==> config.mk <==
export PLATFORM = sky130hd
export DESIGN_NAME = fetch_port
export DESIGN_NICKNAME = d
export VERILOG_FILES = /design/src/hdl/mem_pkg.sv /design/src/hdl/fetch_port.sv
export SDC_FILE = /design/constraint.sdc
export NUM_CORES = 1
export LEC_CHECK = 0
export BUFFER_PORTS_ARGS = -buffer_cell sky130_fd_sc_hd__buf_2
export CORE_UTILIZATION = 40
export DETAILED_ROUTE_END_ITERATION = 7
export GPL_ROUTABILITY_DRIVEN = 0
export HOLD_SLACK_MARGIN = 0.08
export MAX_ROUTING_LAYER = met4
export PLACE_DENSITY = 0.77
export SKIP_LAST_GASP = 1
export SLEW_MARGIN = 10
export SYNTH_ARGS = -nofsm -noshare
export SYNTH_HDL_FRONTEND = slang
export SYNTH_SLANG_ARGS = --single-unit
export TNS_END_PERCENT = 1
==> constraint.sdc <==
create_clock -name i_clock -period 2.57 [get_ports i_clock]
set_input_delay 0.1285 -clock i_clock [delete_from_list [all_inputs] [get_ports i_clock]]
set_output_delay 0.1285 -clock i_clock [all_outputs]
set_load 0.02 [all_outputs]
==> src/hdl/mem_pkg.sv <==
// Memory subsystem package.
// Word, address and cache entry types, plus the request and
// response structs of the shared memory bus.

package mem_pkg;

	// ========================================
	// Plain vector types
	// ========================================

	typedef logic [31:0] word_t;
	typedef logic [31:0] addr_t;

	// Upper 30 bits of a word-aligned address.
	typedef logic [29:0] tag_t;

	// ========================================
	// Cache line
	// ========================================

	typedef struct packed {
		word_t data;
		tag_t  tag;
		logic  dirty;
		logic  valid;
	} cache_entry_t;

	// ========================================
	// Memory bus
	// ========================================

	// Held stable by the master until ready.
	typedef struct packed {
		logic  request;
		logic  rw;
		addr_t address;
		word_t wdata;
	} bus_req_t;

	typedef struct packed {
		logic  ready;
		word_t rdata;
	} bus_rsp_t;

endpackage

==> src/hdl/fetch_port.sv <==
// Instruction fetch port.
// Keeps the last fetched word and answers repeats without the bus.

`timescale 1ns/1ns

module fetch_port import mem_pkg::*; (
	input  logic     i_clock,
	input  logic     i_reset,
	input  logic     i_request,
	input  addr_t    i_address,
	output logic     o_ready,
	output word_t    o_rdata,
	output bus_req_t o_bus_req,
	input  bus_rsp_t i_bus_rsp
);

	typedef enum logic [1:0] {
		IDLE,
		FETCH,
		RESPOND
	} state_t;

	state_t state;

	logic  buf_valid;
	addr_t buf_address;
	word_t buf_data;

	always_ff @(posedge i_clock) begin
		if (i_reset) begin
			state <= IDLE;
			buf_valid <= 1'b0;
		end else begin
			case (state)
				IDLE: begin
					if (i_request) begin
						if (buf_valid && buf_address == i_address) begin
							state <= RESPOND;
						end else begin
							state <= FETCH;
						end
					end
				end
				FETCH: begin
					if (i_bus_rsp.ready) begin
						buf_valid <= 1'b1;
						state <= RESPOND;
					end
				end
				default: begin
					state <= IDLE;
				end
			endcase
		end
	end

	// Refill payload.
	always_ff @(posedge i_clock) begin
		if (state == FETCH && i_bus_rsp.ready) begin
			buf_address <= i_address;
			buf_data <= i_bus_rsp.rdata;
		end
	end

	assign o_ready = (state == RESPOND);
	assign o_rdata = buf_data;
	assign o_bus_req = '{request: state == FETCH, rw: 1'b0, address: i_address, wdata: '0};

endmodule

-- Word-level counts from Yosys, hierarchy flattened
Index checks and enable logic that the tools add are counted.
- bits in registers: 67
- eq/ne operators: 5
- mux-type cells: 4
- reductions and logical operators: 5
- operator list (cell ; number):
    32-bit equality test ; 1
    2-bit two-way mux ; 3
    2-bit one-hot mux with 2 select lines ; 1
    2-bit AND reduction ; 2
    2-bit by 1-bit equality test with 1-bit output (second input constant) ; 1
    2-bit equality test (second input constant) ; 1
    1-bit logical AND ; 2
    2-bit logical NOT ; 1
    2-bit by 1-bit inequality test with 1-bit output (second input constant) ; 1
    2-bit inequality test (second input constant) ; 1

-- Logic depth before layout (Yosys ltp)
- depth in word-level cells: 5
- gate-level depth with buffers: 5
- depth with buffers taken out: 5

-- Worst setup path before layout
OpenSTA, ideal clock, no wires.
- kind: register to register
- from: register state[0]
- to: register buf_address[0] (enable)
- slack: -0.216 ns
- path buffers: 0
- setup time: 0.429 ns
- cell stages (with the launch flop): 3
- arrival: 2.356 ns
- cell sequence: dfxtp_1 nor2b_1 and2_1
- RTL lines (element ; RTL line ; text):
    from (decl) ; fetch_port.sv:23 ; state_t state;
    from (signal assigned) ; fetch_port.sv:31 ; state <= IDLE;
    from (signal assigned) ; fetch_port.sv:38 ; state <= RESPOND;
    from (signal assigned) ; fetch_port.sv:40 ; state <= FETCH;
    to (signal assigned) ; fetch_port.sv:60 ; buf_address <= i_address;
    to (decl) ; fetch_port.sv:26 ; addr_t buf_address;

-- Final worst setup path
- from: input i_address[28]
- to: register state[0]
- cells in the longest elaborated chain, start to end: 5
- ends and longest elaborated chain (element ; RTL line ; text):
    from (decl) ; fetch_port.sv:10 ; input addr_t i_address,
    32-bit equality test ; fetch_port.sv:37 ; if (buf_valid && buf_address == i_address) begin
    1-bit logical AND ; fetch_port.sv:37 ;
    2-bit two-way mux ; fetch_port.sv:37 ;
    2-bit two-way mux ; fetch_port.sv:36 ; if (i_request) begin
    2-bit one-hot mux with 2 select lines ; fetch_port.sv:34 ; case (state)
No other way between the ends. The select of a mux whose other input is x is not followed.
A chain may end at the register's enable or synchronous reset.

==> results.ini <==
[clock_tree]
htree_levels = 3
cts_made_buffers = 9
cts-root-buf = clkbuf_8
post_cts_buffers = 0
cts_sinks = 67
clk_latency_ns = 0.33
cts_tree = built
cts_resized = 0
cts_max_path_buffers = 2
path_clk_slew_ns = 0.07

[floorplan]
initial_core_util_pct = 42.12
dieArea_sq_um = 7618
ioPinCount = 167
fp.dieW_um = 87.28
row_count = 30
core-area_sq_um = 6907
fp.dieH_um = 87.28

[layout]
diodes = 0
synthToLayoutAreaGrowth_pct = 46.41
final_cells = 469
layout_common_cells = buf_2, dlygate4sd3_1, edfxtp_1
fin_nets = 436
num-fill-cells = 481
drive_gt1_share_pct = 41.02
finish.utilization_pct = 61.67
final_common_cell = buf_2

[critical_path]
crit_path_max_fanout = 3
cp.arrival_ns = 1.80
reg2reg_depth = 3
cp-start-kind = input port
slowest_stage = dlygate4sd3_1
r2r-start = state[0]
critical-path-max-stage-delay_ns = 0.53
critical_path.cell_chain = dlygate4sd3_1, buf_2, xnor2_1, nand4_1, nor4_2, nand4_1, a21o_1
path_class = in2reg
cp.required_ns = 2.79
end_kind = flop
crit_top_cell = nand4_1
cp-startpoint = i_address[28]

[detailed_routing]
wl_met1_um = 2763
highest_layer = met4
route.met2.wl_um = 3558
post_drt_wl_per_cell_um = 14.63
wl_met3_um = 473
dr.pass1.iters = 4
routed_wl_um = 6861
drtIter0Drc = 63
drtAntennaViolNets = 0
vias = 1989
avgViaCountPerCell = 4.241
remaining_drc_errors = 0

[yosys]
synth_seq_area_share_pct = 68.13
syn-mean-instance-area_sq_um = 15.31
ys_ff_latch = 67
syn-instance-count = 190
yosys_warnings = 0
synth_area_sq_um = 2909
ys_types = 19

[global_routing]
grt_pass1_vias = 2046
grt_overflow_total = 0
grt_use_total_pct = 18.95
antenna_found_initial = 0
grt_max_degree = 39
grt_pass1_wl_um = 10020

[sta]
holdWs_ns = 0.08827
fin_skew_ns = 0.01036
rsz0062_at_grt = no
final-hold-violation-count = 0
fin_crit_ns = 1.577
maxSlewViolCount = 0
finalSetupViolCount = 0
finalSetupTns_ns = 0
fin_crit_sh_pct = 61.36
fmax_ghz = 0.6341

[hold_path]
whs_path_depth = 3
hp-start = i_bus_rsp[32]
min_path_type = in2reg

[placement]
port_buffers = 133
placed_cells = 388
post-dp-hpwl_um = 3772

[outcome]
status = completed

[power]
p_leak_uw = 0.001764
finalPower_uw = 2785
cellPowerDensity_nw_per_um2 = 653.9
ir_worst_vdd_v = 0.0004342

[job]
max-cap-violations = 0

[cells by family (layout without fill, tap and decap cells)]
family | after synthesis | in the layout | share of synthesized area (%)
flip-flops | 67 | 67 | 68.13
buffers and inverters | 65 | 216 | 16.77
XOR/XNOR | 32 | 32 | 9.634
AND/OR/NAND/NOR | 23 | 23 | 4.903
AO/OA/AOI/OAI | 2 | 2 | 0.4300
other | 1 | 33 | 0.1289
[critical path, delay by kind of cell]
family	cells	cell delay, ns
AND/OR/NAND/NOR	3	0.62
XOR/XNOR	1	0.18
AO/OA/AOI/OAI	1	0.19
buffers and inverters	2	0.68
[metrics by stage]
step	instance area (sq um)	worst slack (ns)
floorplan	3030	0.4689
global placement	3343	1.096
detailed placement	3343	1.023
CTS	4259	1.005
global route	4259	0.9372
finish	4259	0.9931
[state kept, by name (all words and copies together), names as in the netlist]
name         cells
buf_address     32
o_rdata         32
buf_valid        1
state            2
[final timing paths]
check | to | slack, ns
worst min register to register | buf_valid | 0.48
worst max-delay path | state[0] | 0.99
worst min-delay path | state[1] | 0.09
worst max register to register | buf_address[13] | 1.03
[final cells by class]
type | instances | area [sq um] | share of cell area, %
clock inverter | 6 | 137.6 | 3.231
tap | 96 | 120.1 | 2.820
timing repair buffer | 200 | 1331 | 31.26
sequential | 67 | 1982 | 46.53
multi-input combinational | 90 | 560.5 | 13.16
clock buffer | 10 | 127.6 | 2.996
[per-layer routing]
metal,global-route usage (%),up-vias
met1,21.38,935
met2,33.38,124
met4,5.365,0
li1,-,923
met3,4.645,7
met5,-,-
[timing repair]
item	4_1_cts	5_1_grt
hold endpoints to repair	65	0
hold buffers	65	0
setup endpoints to repair	0	0
[report_power, final]
group | leakage, uW | internal, uW | switching, uW
clock | 0.000131 | 747 | 398
combinational | 0.00102 | 166 | 212
sequential | 0.000611 | 1250 | 15.9
total | 0.00176 | 2160 | 626
[synthesized netlist by cell type]
library cell / n / share of area (%)
a21o_1: 1 / 0.26
and2_1: 1 / 0.22
buf_4: 65 / 17
conb_1: 1 / 0.13
dfxtp_1: 3 / 2.1
edfxtp_1: 64 / 66
nand2_1: 2 / 0.26
nand3_1: 1 / 0.17
nand3b_1: 1 / 0.26
nand4_1: 8 / 1.7
nor2_1: 4 / 0.52
nor2b_1: 2 / 0.43
nor3_2: 1 / 0.34
nor3b_1: 1 / 0.26
nor4_2: 1 / 0.43
nor4b_1: 1 / 0.30
o21ai_1: 1 / 0.17
xnor2_1: 29 / 8.7
xor2_1: 3 / 0.90
Power figures use the tool's default switching activity.
