==> src/hdl/mem_pkg.sv <==
// Memory subsystem package.
// Word, address and cache entry types, plus the request and
// response structs of the shared memory bus.

package mem_pkg;

	// ========================================
	// Plain vector types
	// ========================================

	typedef logic [31:0] word_t;
	typedef logic [31:0] addr_t;

	// Upper 30 bits of a word-aligned address.
	typedef logic [29:0] tag_t;

	// ========================================
	// Cache line
	// ========================================

	typedef struct packed {
		word_t data;
		tag_t  tag;
		logic  dirty;
		logic  valid;
	} cache_entry_t;

	// ========================================
	// Memory bus
	// ========================================

	// Held stable by the master until ready.
	typedef struct packed {
		logic  request;
		logic  rw;
		addr_t address;
		word_t wdata;
	} bus_req_t;

	typedef struct packed {
		logic  ready;
		word_t rdata;
	} bus_rsp_t;

endpackage

==> src/hdl/bus_arbiter.sv <==
// Round-robin bus arbiter.
// Grants the data cache or the fetch port and keeps the grant
// until the bus returns ready.

`timescale 1ns/1ns

module bus_arbiter import mem_pkg::*; (
	input  logic     i_clock,
	input  logic     i_reset,
	input  bus_req_t i_dc_req,
	input  bus_req_t i_if_req,
	output bus_rsp_t o_dc_rsp,
	output bus_rsp_t o_if_rsp,
	output bus_req_t o_bus_req,
	input  bus_rsp_t i_bus_rsp
);

	typedef enum logic [1:0] {
		OWN_NONE,
		OWN_DC,
		OWN_IF
	} owner_t;

	owner_t owner, next_owner;

	// Set when the fetch side got the last transfer.
	logic last_if;
	logic grant_dc, grant_if;

	always_comb begin
		grant_dc = 1'b0;
		grant_if = 1'b0;
		case (owner)
			OWN_DC: grant_dc = 1'b1;
			OWN_IF: grant_if = 1'b1;
			default: begin
				if (i_dc_req.request && i_if_req.request) begin
					grant_dc = last_if;
					grant_if = !last_if;
				end else begin
					grant_dc = i_dc_req.request;
					grant_if = i_if_req.request;
				end
			end
		endcase
	end

	// Lock on a new grant unless it finished in the same cycle.
	always_comb begin
		next_owner = owner;
		if (i_bus_rsp.ready) begin
			next_owner = OWN_NONE;
		end else if (grant_dc) begin
			next_owner = OWN_DC;
		end else if (grant_if) begin
			next_owner = OWN_IF;
		end
	end

	always_ff @(posedge i_clock) begin
		if (i_reset) begin
			owner <= OWN_NONE;
			last_if <= 1'b0;
		end else begin
			owner <= next_owner;
			if (i_bus_rsp.ready && (grant_dc || grant_if)) begin
				last_if <= grant_if;
			end
		end
	end

	always_comb begin
		o_bus_req = '0;
		if (grant_dc) begin
			o_bus_req = i_dc_req;
		end else if (grant_if) begin
			o_bus_req = i_if_req;
		end
		o_dc_rsp = '{ready: grant_dc && i_bus_rsp.ready, rdata: i_bus_rsp.rdata};
		o_if_rsp = '{ready: grant_if && i_bus_rsp.ready, rdata: i_bus_rsp.rdata};
	end

endmodule

==> config.mk <==
export PLATFORM = sky130hd
export DESIGN_NAME = bus_arbiter
export DESIGN_NICKNAME = d
export VERILOG_FILES = /design/src/hdl/mem_pkg.sv /design/src/hdl/bus_arbiter.sv
export SDC_FILE = /design/constraint.sdc
export NUM_CORES = 1
export LEC_CHECK = 0
export BUFFER_PORTS_ARGS = -buffer_cell sky130_fd_sc_hd__buf_2
export CORE_AREA = 2 2 115 117
export DETAILED_ROUTE_END_ITERATION = 7
export DIE_AREA = 0 0 117 119
export RECOVER_POWER = 100
export SLEW_MARGIN = 20
export SYNTH_ARGS = -nofsm -noshare
export SYNTH_HDL_FRONTEND = slang
export SYNTH_SLANG_ARGS = --single-unit
==> constraint.sdc <==
create_clock -name i_clock -period 1.9 [get_ports i_clock]
set_input_delay 0.38 -clock i_clock [delete_from_list [all_inputs] [get_ports i_clock]]
set_output_delay 0.38 -clock i_clock [all_outputs]
set_load 0.03 [all_outputs]
Word level (Yosys, flattened, before mapping)
Index checks and enable logic that the tools add are counted.
W data, S select, Z words.

word-level totals
  register bits after elaboration = 3
  input bits = 167
  output and inout bits = 132

operators by class
  eq/ne operators = 2
  muxes and demuxes = 8
  reductions and logical operators = 9

operator list
  operator              count
  $mux W66              2
  $logic_and A1 B1 Y1   4
  $mux W1               4
  $pmux W1 S2           2
  $reduce_or A3 Y1      1
  $eq A2 B1 Y1 const B  1
  $eq A2 B2 Y1 const B  1
  $reduce_bool A2 Y1    1
  $reduce_or A2 Y1      1
  $logic_not A1 Y1      1
  $logic_or A1 B1 Y1    1

Depth between registers and ports, before layout
Gate-level depths: netlist of the first run.

  depth after elaboration = 5
  mapped depth = 8
  depth with buffers taken out = 5

Worst setup path before layout of the first run
OpenSTA, ideal clock, no wires.

  kind = reg2out
  start point = reg owner[0]
  end point = out o_bus_req[15] (netlist name)
  data arrival time = 1,668 ps
  setup slack = -148 ps
  cell stages (with the launch flop) = 8
  path buffers = 3
  cells stage by stage = dfxtp_1 > inv_1 > ha_1 > buf_4 > a32o_1 > buf_6 > buf_6 > a22o_1

RTL lines
  what                      line               RTL
  start: declaration        bus_arbiter.sv:24  owner_t owner, next_owner;
  start signal: assignment  bus_arbiter.sv:65  owner <= next_owner;
  end: declaration          bus_arbiter.sv:14  output bus_req_t o_bus_req,

==> impl_metrics.json, run 1 <==
{
  "final.setup.worst_slack_ns": -0.290,
  "cp_top_family": "compound AO/OA/AOI/OAI gates",
  "avgViaCountPerCell": 3.93,
  "start_kind": "flip-flop",
  "timing.fmax_ghz": 0.457,
  "cts_buffers": 3,
  "syn_area_per_cell_um2": 8.04,
  "rsz0062_at_grt": "yes",
  "synth_area_mm2": 0.00143,
  "cts_buffer_depth": 2,
  "rrSetupSlack_ns": 0.34,
  "cp-end-kind": "primary output",
  "num_vias": 1983,
  "drt-total-wl_mm": 7.69,
  "p_leak_nw": 1.75,
  "ant_nets": 0,
  "ys_warn_count": 0,
  "area_growth_pct": 137,
  "antenna_found_initial": 0,
  "p_sw_w": 0.000839,
  "power.density_mw_per_mm2": 587,
  "ys_types": 26,
  "cts_max_level": 1,
  "grt_util_all_layers": 0.103,
  "grt_overflow_total": 0,
  "hold_slack_ns": 0.379,
  "setup_violations": 66,
  "critical-path-slowest-cell": "dfxtp_2",
  "start_util": 0.111,
  "routabilityCongestion": 0.791,
  "critical_path_buf_inv_count": 3,
  "critPathMaxStageDelay_ns": 0.32,
  "placed_cell_area_mm2": 0.00267,
  "crit_type": "flip-flop to primary output",
  "clockPowerShare": 0.171,
  "pre_cts_slack_ns": -0.140,
  "hold-path-endpoint": "last_if$_SDFFE_PP0P_",
  "grt_pass1_wl_mm": 11.1,
  "fin_tns_setup_ns": -17.03,
  "worstReg2RegEnd": "owner[0]$_SDFFE_PP0P_",
  "hp-start": "i_reset",
  "ys_seq_area_frac": 0.0420,
  "peakVddDrop_v": 0.000202,
  "status": "finished, violations left",
  "first_pass_iters": 4,
  "required_ns": 1.52,
  "r2r_cells": 8,
  "drv_cap": 0,
  "p_comb_frac": 0.793,
  "fill_cells": 1334,
  "rows": 42,
  "hold_path_class": "input pin to flip-flop",
  "postSynthCellCount": 178,
  "pwr-share-seq": 0.036,
  "worst_pin_slew_ns": 0.267,
  "period_share": 1.15,
  "dieArea_mm2": 0.0139,
  "die_w_um": 117,
  "drc": 0,
  "hpwl_mm": 5.69,
  "hold_violations": 0,
  "grt_pass1_vias": 2121,
  "wl_per_cell_um": 15.3,
  "ios": 299,
  "swShare": 0.421,
  "antennaDiodeCount": 0,
  "arrival_ns": 1.81,
  "slew-limit-headroom": 0.821,
  "core_area_mm2": 0.0129,
  "cts_num_sinks": 3,
  "crit_chain": "inv_2, ha_4, nor2_2, a32o_4, buf_12, a22o_4, buf_2",
  "drt_first_iter_violations": 25,
  "cp_max_fo": 24,
  "p_int_w": 0.00115,
  "fin_skew_ns": 0.00121,
  "portBuffers": 202,
  "report.final.slew_viol_count": 0,
  "cts.reportedPaths.clkPinSlew_ns": 0.03,
  "layout-drive-gt1-share": 0.887,
  "insertion_delay_ns": 0.23,
  "whs_path_depth": 2,
  "grt_max_degree": 33,
  "ys_ff_latch": 3,
  "finalCriticalPeriod_ns": 2.19,
  "synth_fp_nets": 348,
  "rr_startpoint": "owner[0]$_SDFFE_PP0P_",
  "cts_tree": "yes",
  "failed_checks": "negative setup slack",
  "fin_nets": 499,
  "final_area_mm2": 0.00340,
  "cts_hold_buffers": 0,
  "die_height_um": 119,
  "clockRootBuffer": "clkbuf_16",
  "p_total_w": 0.00199
}
[per-layer routing]
layer / vias to the layer above / wire length (um) / global-route usage
li1: 912 / - / -
met1: 901 / 2600 / 0.105
met2: 143 / 4210 / 0.198
met3: 27 / 656 / 0.0224
met4: 0 / 221 / 0.0390
met5: - / 0 / 0
[worst max-delay path by stage]
stage	slack [ns]	depth (start not counted)	start	end
finish	-0.29	7	owner[0]$_SDFFE_PP0P_	o_bus_req[28]
floorplan	-0.01	8	owner[0]$_SDFFE_PP0P_	o_bus_req[15]
detailed placement	-0.14	7	owner[1]$_SDFFE_PP0P_	o_bus_req[4]
global route	-0.34	8	owner[0]$_SDFFE_PP0P_	o_bus_req[12]
CTS	-0.31	8	owner[0]$_SDFFE_PP0P_	o_bus_req[2]
global placement	-0.11	7	owner[1]$_SDFFE_PP0P_	o_bus_req[46]
[worst register-to-register path: stages (launching register included)]
cell and delay (ns):
dfxtp_2 0.32, inv_2 0.05, ha_4 0.30, nand2_2 0.07
o22ai_4 0.17, buf_6 0.17, clkbuf_16 0.16, buf_4 0.12
o21ba_1 0.14
[kinds of logic (layout without fill, tap and decap cells)]
logic type,Yosys count,count (layout),synth area share
AO/OA/AOI/OAI,77,77,0.459
adder cells (fa/ha/maj),3,3,0.0262
buffers and inverters,84,234,0.428
flip-flops,3,3,0.0420
multiplexers,1,1,0.00699
AND/OR/NAND/NOR,10,10,0.0376
[power groups by stage]
stage / clock, W / sequential (W) / combinational, W
2_1_floorplan: 0 / 0.0000714 / 0.00111
3_3_place_gp: 0 / 0.0000725 / 0.00122
3_5_place_dp: 0 / 0.0000726 / 0.00123
4_1_cts: 0.000343 / 0.0000719 / 0.00155
5_1_grt: 0.000351 / 0.0000722 / 0.00166
6_report: 0.000341 / 0.0000718 / 0.00158
[placed cells by master (no fill, tap or decap), types with 2 or more instances in the layout]
cell type and n:
a22o_1 15, buf_4 16, dfxtp_2 2, o21ai_0 2
buf_16 5, ha_4 2, buf_6 62, inv_2 2
buf_2 136, inv_1 3, a22o_4 50, buf_12 4
nor2b_1 3, clkbuf_16 5
[Yosys cell counts]
| cell | number | area, um^2 |
|---|---|---|
| buf_4 | 66 | 495 |
| a22o_1 | 65 | 569 |
| buf_6 | 6 | 67.6 |
| inv_1 | 5 | 18.8 |
| buf_2 | 4 | 20.0 |
| clkbuf_1 | 3 | 11.3 |
| dfxtp_1 | 3 | 60.1 |
| ha_1 | 3 | 37.5 |
| nor2b_1 | 3 | 18.8 |
| a21oi_1 | 2 | 10.0 |
| nand2_1 | 2 | 7.51 |
| o21ai_0 | 2 | 10.0 |
| a211oi_1 | 1 | 7.51 |
| a311oi_1 | 1 | 8.76 |
| a31oi_1 | 1 | 6.26 |
| a32o_1 | 1 | 10.0 |
| and2_1 | 1 | 6.26 |
| mux2i_1 | 1 | 10.0 |
| nand2b_1 | 1 | 6.26 |
| nand3_1 | 1 | 5.00 |
| nor2_1 | 1 | 3.75 |
| o21ai_1 | 1 | 5.00 |
| o21ba_1 | 1 | 10.0 |
| o22ai_2 | 1 | 12.5 |
| o31ai_1 | 1 | 7.51 |
| or2_2 | 1 | 6.26 |
[metrics by stage]
step,std cells,utilization
6_report,504,0.264
5_1_grt,504,0.264
4_1_cts,502,0.257
3_5_place_dp,488,0.208
3_3_place_gp,488,0.208
2_1_floorplan,178,-
[cell type report]
| class | count | area [um^2] | area share |
|---|---|---|---|
| Inverter | 5 | 18.8 | 0.00552 |
| Sequential cell | 3 | 62.6 | 0.0184 |
| Clock buffer | 4 | 78.8 | 0.0232 |
| Timing Repair Buffer | 225 | 1770 | 0.520 |
| Tap cell | 176 | 220 | 0.0648 |
| Multi-Input combinational cell | 91 | 1250 | 0.368 |
[sequential cells by signal (all words and copies together) (netlist names)]
name,count
owner,2
last_if,1
[repair_timing]
| action | in CTS | in global routing |
|---|---|---|
| pin swaps | 3 | 1 |
| endpoints found under the setup margin | 67 | 67 |
| cloned | 4 | 2 |
| buffers inserted | 6 | 0 |
| resized for setup | 131 | 9 |
Note: power is estimated with default switching activity, not from simulation.
==> run 2: changes to the inputs <==
==> constraint.sdc (replaced) <==
create_clock -name i_clock -period 1.9 [get_ports i_clock]
set_input_delay 0.38 -clock i_clock [delete_from_list [all_inputs] [get_ports i_clock]]
set_output_delay 0.38 -clock i_clock [all_outputs]
set_load 0.005 [all_outputs]
==> impl_metrics.json, run 2 (synthesis gave the netlist of run 1 again) <==
{
  "status": "finished, violations left",
  "failed_checks": "negative setup slack",
  "start_util": 0.111,
  "drv_cap": 0,
  "power.density_mw_per_mm2": 475,
  "whs_path_depth": 2,
  "slew-limit-headroom": 0.831,
  "p_comb_frac": 0.665,
  "fin_skew_ns": 0.000273,
  "cts_buffer_depth": 2,
  "finalCriticalPeriod_ns": 2.15,
  "grt_pass1_vias": 1764,
  "die_w_um": 117,
  "clockRootBuffer": "clkbuf_16",
  "rrSetupSlack_ns": 0.22,
  "hold_violations": 0,
  "antennaDiodeCount": 0,
  "fin_tns_setup_ns": -14.60,
  "ant_nets": 0,
  "fin_nets": 498,
  "dieArea_mm2": 0.0139,
  "reg_top3": "owner: 2 flops, last_if: 1 flops",
  "clockPowerShare": 0.274,
  "hp-start": "i_reset",
  "routabilityCongestion": 0.752,
  "required_ns": 1.52,
  "p_leak_nw": 1.44,
  "timing.fmax_ghz": 0.464,
  "fill_cells": 1437,
  "insertion_delay_ns": 0.22,
  "cp-end-kind": "primary output",
  "cts.reportedPaths.clkPinSlew_ns": 0.03,
  "rr_startpoint": "owner[0]$_SDFFE_PP0P_",
  "cts_max_level": 1,
  "drt_first_iter_violations": 50,
  "wl_per_cell_um": 13.6,
  "drc": 0,
  "largest_reg_flops": 2,
  "final_common_cell": "buf_2",
  "p_total_w": 0.00119,
  "grt_overflow_total": 0,
  "hold_path_class": "input pin to flip-flop",
  "pre_cts_slack_ns": -0.0312,
  "layout_common_cells": "buf_2, a22o_1, buf_4, clkbuf_16, buf_12",
  "worst_pin_slew_ns": 0.253,
  "fin_cells": 503,
  "peakVddDrop_v": 0.000236,
  "avgViaCountPerCell": 3.85,
  "p_int_w": 0.000807,
  "worstReg2RegEnd": "owner[0]$_SDFFE_PP0P_",
  "arrival_ns": 1.77,
  "cp_max_fo": 42,
  "top_register": "owner",
  "num_vias": 1938,
  "hold-path-endpoint": "last_if$_SDFFE_PP0P_",
  "crit_type": "flip-flop to primary output",
  "die_height_um": 119,
  "hpwl_mm": 5.19,
  "cts_buffers": 3,
  "antenna_found_initial": 0,
  "core_area_mm2": 0.0129,
  "layout-drive-gt1-share": 0.734,
  "setup_violations": 66,
  "p_sw_w": 0.000382,
  "portBuffers": 202,
  "drt-total-wl_mm": 6.85,
  "placedCellCount": 490,
  "grt_pass1_wl_mm": 8.45,
  "rsz0062_at_grt": "yes",
  "report.final.slew_viol_count": 0,
  "final.setup.worst_slack_ns": -0.254,
  "grt_util_all_layers": 0.0802,
  "r2r_cells": 9,
  "period_share": 1.13,
  "cts_tree": "yes",
  "pwr-share-seq": 0.061,
  "area_growth_pct": 74.9,
  "grt_max_degree": 43,
  "swShare": 0.321,
  "cts_num_sinks": 3,
  "rows": 42,
  "start_kind": "flip-flop",
  "ios": 299,
  "first_pass_iters": 4
}
## run 2: worst max path at each step
stage	start	endpoint
floorplan	owner[0]$_SDFFE_PP0P_	o_bus_req[15]
global placement	owner[0]$_SDFFE_PP0P_	o_bus_req[29]
detailed placement	owner[0]$_SDFFE_PP0P_	o_bus_req[29]
CTS	owner[0]$_SDFFE_PP0P_	o_bus_req[29]
global route	owner[0]$_SDFFE_PP0P_	o_bus_req[53]
finish	owner[0]$_SDFFE_PP0P_	o_bus_req[29]
## run 2: cell type report
| class | instances | area, um^2 | share of cell area |
|---|---|---|---|
| Clock buffer | 4 | 78.8 | 0.0315 |
| Inverter | 5 | 18.8 | 0.00750 |
| Multi-Input combinational cell | 91 | 801 | 0.320 |
| Sequential cell | 3 | 62.6 | 0.0250 |
| Tap cell | 176 | 220 | 0.0880 |
| Timing Repair Buffer | 224 | 1320 | 0.528 |
## run 2: power groups by stage
stage | Clock [W] | Sequential (W) | Combinational [W]
after floorplan | 0 | 0.0000710 | 0.000444
after global placement | 0 | 0.0000717 | 0.000693
after detailed placement | 0 | 0.0000719 | 0.000694
after CTS | 0.000332 | 0.0000719 | 0.000755
after global routing | 0.000339 | 0.0000725 | 0.000876
final | 0.000326 | 0.0000720 | 0.000791
## run 2: timing repair
action	4_1_cts	5_1_grt
endpoints found under the setup margin	66	67
pin swaps	2	3
buffers inserted	2	3
resized for setup	7	9
hold buffers	0	0
gates cloned	2	2
## run 2: critical path: stages (launching register included)
cell and delay [ns]:
dfxtp_2 0.32, inv_2 0.05, ha_4 0.24, buf_6 0.12, a32o_2 0.29, buf_12 0.17
a22o_1 0.21, buf_2 0.13
## run 2: stage by stage
| step | utilization | cell area, um^2 | hold WS [ns] |
|---|---|---|---|
| floorplan | - | 1440 | 0.483 |
| global placement | 0.174 | 2240 | 0.601 |
| detailed placement | 0.174 | 2240 | 0.617 |
| CTS | 0.187 | 2410 | 0.398 |
| global route | 0.194 | 2500 | 0.401 |
| finish | 0.194 | 2500 | 0.393 |
## run 2: metal layers
| metal | track usage | share of wire | vias up |
|---|---|---|---|
| met2 | 0.177 | 0.55 | 157 |
| met3 | 0.00865 | 0.084 | 20 |
| met1 | 0.0692 | 0.34 | 858 |
| met5 | 0 | 0 | - |
| met4 | 0.0287 | 0.025 | 0 |
| li1 | - | - | 903 |
